$ cat src/verilog/dcache_pkg.sv
// data cache shared types

package dcache_pkg;

  // geometry
  localparam int num_ways = 4;
  localparam int num_sets = 16;

  // byte address split, tag | set | offset
  localparam int offset_bits = 3;
  localparam int index_bits = 4;
  localparam int tag_bits = 25;

  typedef logic [31:0] addr_t;
  typedef logic [63:0] data_t;
  typedef logic [tag_bits-1:0] tag_t;
  typedef logic [index_bits-1:0] set_idx_t;
  typedef logic [num_ways-1:0] way_mask_t;

  typedef struct packed {
    tag_t                   tag;
    set_idx_t               set_index;
    logic [offset_bits-1:0] offset;
  } dcache_addr_t;

  // one stored line
  typedef struct packed {
    logic  valid;
    logic  dirty;
    tag_t  tag;
    data_t data;
  } cache_line_t;

  // single write port into the array
  typedef struct packed {
    logic         en;
    // refill or allocate, not a hit update
    logic         from_mem;
    dcache_addr_t addr;
    data_t        data;
    logic         dirty;
  } line_wr_t;

  // eviction candidate, addr is line aligned
  typedef struct packed {
    logic  valid;
    logic  dirty;
    addr_t addr;
    data_t data;
  } victim_t;

  typedef enum logic [2:0] {
    idle,
    lookup,
    wb_evict,
    refill,
    respond
  } ctrl_state_t;

endpackage

$ cat src/verilog/dcache_ctrl.sv
// write back cache controller

`timescale 1ns/10ps

module dcache_ctrl (
  input  logic                      clock,
  input  logic                      reset,
  // processor side
  input  logic                      cpu_cyc,
  input  logic                      cpu_stb,
  input  logic                      cpu_we,
  input  dcache_pkg::addr_t         cpu_adr,
  input  dcache_pkg::data_t         cpu_dat_w,
  output dcache_pkg::data_t         cpu_dat_r,
  output logic                      cpu_ack,
  // memory side
  output logic                      mem_cyc,
  output logic                      mem_stb,
  output logic                      mem_we,
  output dcache_pkg::addr_t         mem_adr,
  output dcache_pkg::data_t         mem_dat_w,
  input  dcache_pkg::data_t         mem_dat_r,
  input  logic                      mem_ack,
  // array side
  output dcache_pkg::dcache_addr_t  lookup_addr,
  output dcache_pkg::line_wr_t      wr,
  output logic                      touch,
  input  logic                      hit,
  input  dcache_pkg::data_t         hit_data,
  input  dcache_pkg::victim_t       victim
);

  dcache_pkg::ctrl_state_t  state;
  dcache_pkg::ctrl_state_t  next_state;
  dcache_pkg::dcache_addr_t req_addr;
  logic                     req_we;
  dcache_pkg::data_t        req_data;
  dcache_pkg::data_t        resp_data;
  dcache_pkg::victim_t      vic_q;
  logic                     vic_dirty;
  logic                     cpu_req;

  assign cpu_req = cpu_cyc && cpu_stb;
  assign vic_dirty = victim.valid && victim.dirty;

  always_ff @(posedge clock) begin
    if (reset) begin
      state <= dcache_pkg::idle;
    end else begin
      state <= next_state;
    end
  end

  // request, victim and read data holding
  always_ff @(posedge clock) begin
    if (state == dcache_pkg::idle && cpu_req) begin
      // whole word accesses, drop the byte offset
      req_addr <= {cpu_adr[31:dcache_pkg::offset_bits], {dcache_pkg::offset_bits{1'b0}}};
      req_we <= cpu_we;
      req_data <= cpu_dat_w;
    end
    if (state == dcache_pkg::lookup && !hit) begin
      vic_q <= victim;
    end
    if (state == dcache_pkg::lookup && hit && !req_we) begin
      resp_data <= hit_data;
    end
    if (state == dcache_pkg::refill && mem_ack) begin
      resp_data <= mem_dat_r;
    end
  end

  always_comb begin
    next_state = state;
    wr = '0;
    wr.addr = req_addr;
    wr.data = req_data;
    touch = 1'b0;
    unique case (state)
      dcache_pkg::idle: begin
        if (cpu_req) begin
          next_state = dcache_pkg::lookup;
        end
      end
      dcache_pkg::lookup: begin
        if (hit) begin
          next_state = dcache_pkg::respond;
          if (req_we) begin
            wr.en = 1'b1;
            wr.dirty = 1'b1;
          end else begin
            touch = 1'b1;
          end
        end else if (vic_dirty) begin
          next_state = dcache_pkg::wb_evict;
        end else if (!req_we) begin
          next_state = dcache_pkg::refill;
        end else begin
          // write miss over a clean way, allocate straight away
          wr.en = 1'b1;
          wr.from_mem = 1'b1;
          wr.dirty = 1'b1;
          next_state = dcache_pkg::respond;
        end
      end
      dcache_pkg::wb_evict: begin
        if (mem_ack) begin
          if (req_we) begin
            wr.en = 1'b1;
            wr.from_mem = 1'b1;
            wr.dirty = 1'b1;
            next_state = dcache_pkg::respond;
          end else begin
            next_state = dcache_pkg::refill;
          end
        end
      end
      dcache_pkg::refill: begin
        if (mem_ack) begin
          wr.en = 1'b1;
          wr.from_mem = 1'b1;
          wr.data = mem_dat_r;
          next_state = dcache_pkg::respond;
        end
      end
      dcache_pkg::respond: begin
        next_state = dcache_pkg::idle;
      end
      default: begin
        next_state = dcache_pkg::idle;
      end
    endcase
  end

  // memory request follows the state, so it stays put until ack
  assign mem_cyc = (state == dcache_pkg::wb_evict) || (state == dcache_pkg::refill);
  assign mem_stb = mem_cyc;
  assign mem_we = (state == dcache_pkg::wb_evict);
  assign mem_adr = (state == dcache_pkg::wb_evict) ? vic_q.addr : dcache_pkg::addr_t'(req_addr);
  assign mem_dat_w = vic_q.data;

  assign cpu_ack = (state == dcache_pkg::respond);
  assign cpu_dat_r = resp_data;
  assign lookup_addr = req_addr;

  no_mem_stb_a: assert property (
    @(posedge clock) disable iff (reset)
    (state == dcache_pkg::idle || state == dcache_pkg::respond) |-> !mem_stb
  ) else $error("dcache_ctrl: memory strobe outside a memory state");

endmodule

$ cat config.mk
export PLATFORM = sky130hd
export DESIGN_NAME = dcache_ctrl
export DESIGN_NICKNAME = d
export VERILOG_FILES = /design/src/verilog/dcache_pkg.sv /design/src/verilog/dcache_ctrl.sv
export SDC_FILE = /design/constraint.sdc
export NUM_CORES = 1
export LEC_CHECK = 0
export ABC_AREA = 0
export BUFFER_PORTS_ARGS = -buffer_cell sky130_fd_sc_hd__buf_2
export CORE_AREA = 2 2 240 242
export CTS_BUF_LIST = sky130_fd_sc_hd__clkbuf_2 sky130_fd_sc_hd__clkbuf_4 sky130_fd_sc_hd__clkbuf_8
export DETAILED_ROUTE_END_ITERATION = 8
export DIE_AREA = 0 0 242 244
export GPL_ROUTABILITY_DRIVEN = 1
export GPL_TIMING_DRIVEN = 0
export PLACE_DENSITY = 0.45
export SYNTH_ARGS = -nofsm -noshare
export SYNTH_HDL_FRONTEND = slang
export SYNTH_SLANG_ARGS = --single-unit
$ cat constraint.sdc
create_clock -name clock -period 18.7 [get_ports clock]
set_input_delay 1.87 -clock clock [delete_from_list [all_inputs] [get_ports clock]]
set_output_delay 1.87 -clock clock [all_outputs]
set_load 0.02 [all_outputs]
* Word-level counts from Yosys, hierarchy flattened
Cells that the tools add are included. W data, S select, Z words.
Storage, ports and cells: register bits after elaboration 257, bits of input ports 329, output and inout bits 296, logic and storage cells 55
Cells by class: eq/ne operators 7, muxes and demuxes 27, reduce and logical (&&, ||, !) cells 13
Operator list (count):
- $mux W64 | 4
- $mux W32 | 1
- $mux W3 | 6
- $pmux W3 S4 | 1
- $mux W1 | 9
- $mux W2 | 4
- $logic_and A1 B1 Y1 | 7
- $eq A3 B2 Y1 const B | 2
- $pmux W2 S3 | 1
- $ne A2 B2 Y1 const B | 2
- $eq A3 B1 Y1 const B | 1
- $eq A3 B3 Y1 const B | 1
- $logic_not A3 Y1 | 1
- $reduce_and A3 Y1 | 1
- $logic_not A1 Y1 | 2
- $ne A2 B1 Y1 const B | 1
- $pmux W1 S2 | 1
- $reduce_bool A2 Y1 | 1
- $logic_or A1 B1 Y1 | 1

* Depth between registers and ports, before layout
depth in word-level cells 5, mapped depth 6, gate-level depth less buffers 3

* Worst setup path before layout
OpenSTA, ideal clock, no wires.
kind input port to flip-flop, start point input cpu_cyc, end point register req_addr, in the netlist lookup_addr[10], enable pin, library setup time 0.777 ns, arrival 10.781 ns, data required time 17.923 ns, setup slack 7.141 ns, stages on the path 2, path buffers 0, cell sequence nand2_1 -> nor4_1
Between the ends: cells in the longest elaborated chain, start to end 2
RTL lines:
- from (decl) | RTL line dcache_ctrl.sv:9 | input logic cpu_cyc,
- $logic_and A1 B1 Y1 | RTL line dcache_ctrl.sv:43 | assign cpu_req = cpu_cyc && cpu_stb;
- $logic_and A1 B1 Y1 | RTL line dcache_ctrl.sv:56 | if (state == dcache_pkg::idle && cpu_req) begin
- to (signal assigned) | RTL line dcache_ctrl.sv:58 | req_addr <= {cpu_adr[31:dcache_pkg::offset_bits], {dcache_pkg::offset_bits{1'b0}}};
- to (decl) | RTL line dcache_ctrl.sv:35 | dcache_pkg::dcache_addr_t req_addr;
Every way passes these cells. A chain may end at the register's enable or synchronous reset.

==> impl_metrics.py <==
metrics = {
    "drt": {
        "dr.first_iter.drc_count": 326,
        "drtAntennaViolNets": 0,
        "wl_per_cell_um": 17.5,
        "totalWireLength_um": 39600,
        "firstDrtPassIters": 4,
        "route.detailed.drc": 0,
        "via_per_inst": 3.66,
        "vias": 8301,
    },
    "grt": {
        "grt_usage": 0.127,
        "use_met2": 0.221,
        "grt_pass1_wl_um": 55200,
        "grt_pass1_vias": 8452,
        "grt_max_degree": 57,
        "use_met1": 0.148,
        "grt_overflow": 0,
        "grtUsageMet3": 0.0406,
        "grt_busiest_layer": "met2",
        "antenna_found_initial": 8,
    },
    "timing": {
        "hold_ws_ns": 0.693,
        "worst_slew_pin_slew_ns": 0.962,
        "rsz0062_at_grt": "false",
        "setup-violations-final": 0,
        "skew_ns": 0.0123,
        "period_needed_ns": 5.29,
        "finalMaxSlewViolations": 0,
        "fmax_mhz": 189,
        "relSlewSlack": 0.353,
        "finalHoldViolations": 0,
        "period_share": 0.283,
    },
    "yosys": {
        "synth.distinct_cells": 32,
        "synth_edf_count": 254,
        "syn_inst": 777,
        "syn_avg_cell_area_um2": 13.4,
        "ys_ff_latch": 257,
        "async_flop_share": 0,
        "seq_area_frac_synth": 0.737,
        "synth_flop_cell": "edfxtp_1",
        "netlist_area_um2": 10400,
        "yosys_warnings": 0,
    },
    "layout": {
        "final_util": 0.278,
        "post-route-cell-area_um2": 15600,
        "final_common_cell": "buf_2",
        "syn_to_final_growth_pct": 49.7,
        "final_cell_count_no_fill": 2266,
        "drive_above_1_share": 0.564,
        "mostFrequentLayoutCells": "636 x buf_2, 323 x nand2_1, 254 x edfxtp_1",
        "fin_nets": 1799,
    },
    "clock_tree": {
        "clkSinkCount": 257,
        "htree_levels": 2,
        "numCtsBuffers": 47,
        "max-clock-path-buffers": 3,
        "postCtsHoldBufs": 0,
        "postCtsSetupBuffers": 0,
        "clk_pin_slew_ns": 0.06,
        "ctsResizeCount": 0,
        "clk_latency_ns": 0.60,
        "cts_tree": "built",
        "clockRootBuffer": "clkbuf_8",
    },
    "critical_path": {
        "critPathMaxFanout": 10,
        "critPathRequiredTime_ns": 16.83,
        "crit_slowest_cell": "buf_2",
        "endpoint_kind": "output port",
        "path_common_cell": "buf_2",
        "cp-start-kind": "primary input",
        "path_cells": "buf_2, and4b_1, buf_2, buf_2, nand2_1, nand2_1, buf_2",
        "cpPeakStageDelay_ns": 0.34,
        "worstSetupPathType": "in2out",
        "rr_startpoint": "state[1]$_SDFFE_PP0P_",
        "ff2ff_path_depth": 7,
        "critPathArrivalTime_ns": 3.42,
        "rrSetupSlack_ns": 16.05,
        "r2r-end": "req_data[59]$_DFFE_PP_",
    },
    "place": {
        "dp_cells": 2177,
        "io_buffers": 615,
        "dpl.hpwl_um": 31600,
        "placedInstanceArea_um2": 14700,
        "place.gp.congestion": 0.914,
    },
    "worst_hold_path": {
        "whs_endpoint": "state[0]$_SDFFE_PP0P_",
        "worstHoldStart": "state[0]$_SDFFE_PP0P_",
        "min_delay_path_depth": 3,
        "min_path_type": "reg2reg",
    },
    "floorplan": {
        "die_y_um": 244,
        "coreArea_um2": 56200,
        "io_pins": 625,
        "fp.dieW_um": 242,
        "initial_core_util": 0.186,
        "row_count": 87,
        "die_area_um2": 59000,
    },
    "power_and_ir_drop": {
        "p_leak_nw": 7.26,
        "p_per_area_nw_per_um2": 85.4,
        "ir_drop_uv": 43.6,
    },
    "run": {
        "maxCapViolCount": 0,
    },
    "outcome": {
        "run_status": "completed",
    },
}
[cell families (layout without fill, tap and decap cells)]
family	count (synthesis)	count (layout)	synth area share
AO/OA/AOI/OAI	16	16	0.0102
buffers and inverters	128	851	0.0878
flip-flops	257	257	0.737
multiplexers	29	29	0.0313
other	1	11	0.000360
AND/OR/NAND/NOR	346	346	0.133
[metrics by stage]
stage / total power [mW] / TNS [ns] / setup WS, ns
after floorplan: 0.752 / 0 / 7.14
after global placement: 0.829 / -96.20 / -1.04
after detailed placement: 0.828 / 0 / 13.29
after CTS: 1.36 / 0 / 13.28
after global routing: 1.40 / 0 / 13.22
final: 1.33 / 0 / 13.41
[Yosys cell counts, types with 2 or more instances]
cell | number | area, um^2
buf_2 | 21 | 105
buf_4 | 101 | 758
nor2b_1 | 3 | 18.8
mux2_2 | 7 | 78.8
and2_1 | 4 | 25.0
a21oi_1 | 4 | 20.0
nand2_1 | 323 | 1210
edfxtp_1 | 254 | 7630
dfxtp_1 | 3 | 60.1
o21ai_0 | 3 | 15.0
nand4b_1 | 2 | 17.5
a22oi_1 | 3 | 22.5
nor2_1 | 5 | 18.8
buf_6 | 4 | 45.0
clkbuf_1 | 2 | 7.51
mux2_1 | 22 | 248
[sequential cells by signal, summed over array words and instances (netlist names)]
signal,flops
req_we,1
vic_q,32
req_data,64
cpu_dat_r,64
lookup_addr,29
mem_dat_w,64
state,3
[power by group]
group	total (mW)	internal, mW	leakage [nW]	switching [mW]
combinational	0.146	0.0635	4.45	0.0828
clock	0.520	0.272	0.459	0.248
sequential	0.668	0.660	2.35	0.00788
[area by class of cell]
class / instances / area, um^2
Tap cell: 756 / 946
Buffer: 128 / 916
Multi-Input combinational cell: 397 / 1850
Timing Repair Buffer: 639 / 3320
Sequential cell: 257 / 7690
Clock buffer: 65 / 788
Antenna cell: 5 / 12.5
Fill cell: 6028 / 40600
Clock inverter: 19 / 91.3
[worst max-delay path by stage]
stage | from | end | slack, ns
global route | mem_ack | wr[32] | 13.22
finish | mem_ack | wr[32] | 13.41
detailed placement | mem_ack | wr[46] | 13.29
floorplan | cpu_cyc | lookup_addr[10]$_DFFE_PP_ | 7.14
global placement | cpu_cyc | req_data[34]$_DFFE_PP_ | -1.04
CTS | mem_ack | wr[46] | 13.28
[per-layer routing]
metal / part of all wire / wire length (um)
met5: 0.00066 / 26
met4: 0.024 / 954
met3: 0.075 / 2990
met2: 0.51 / 20000
met1: 0.39 / 15600
[critical path, delay by kind of cell]
family                 cells  cell delay [ns]
buffers and inverters      4             0.99
and+or+nand+nor            3             0.54
(Power assumes the default switching activity.)
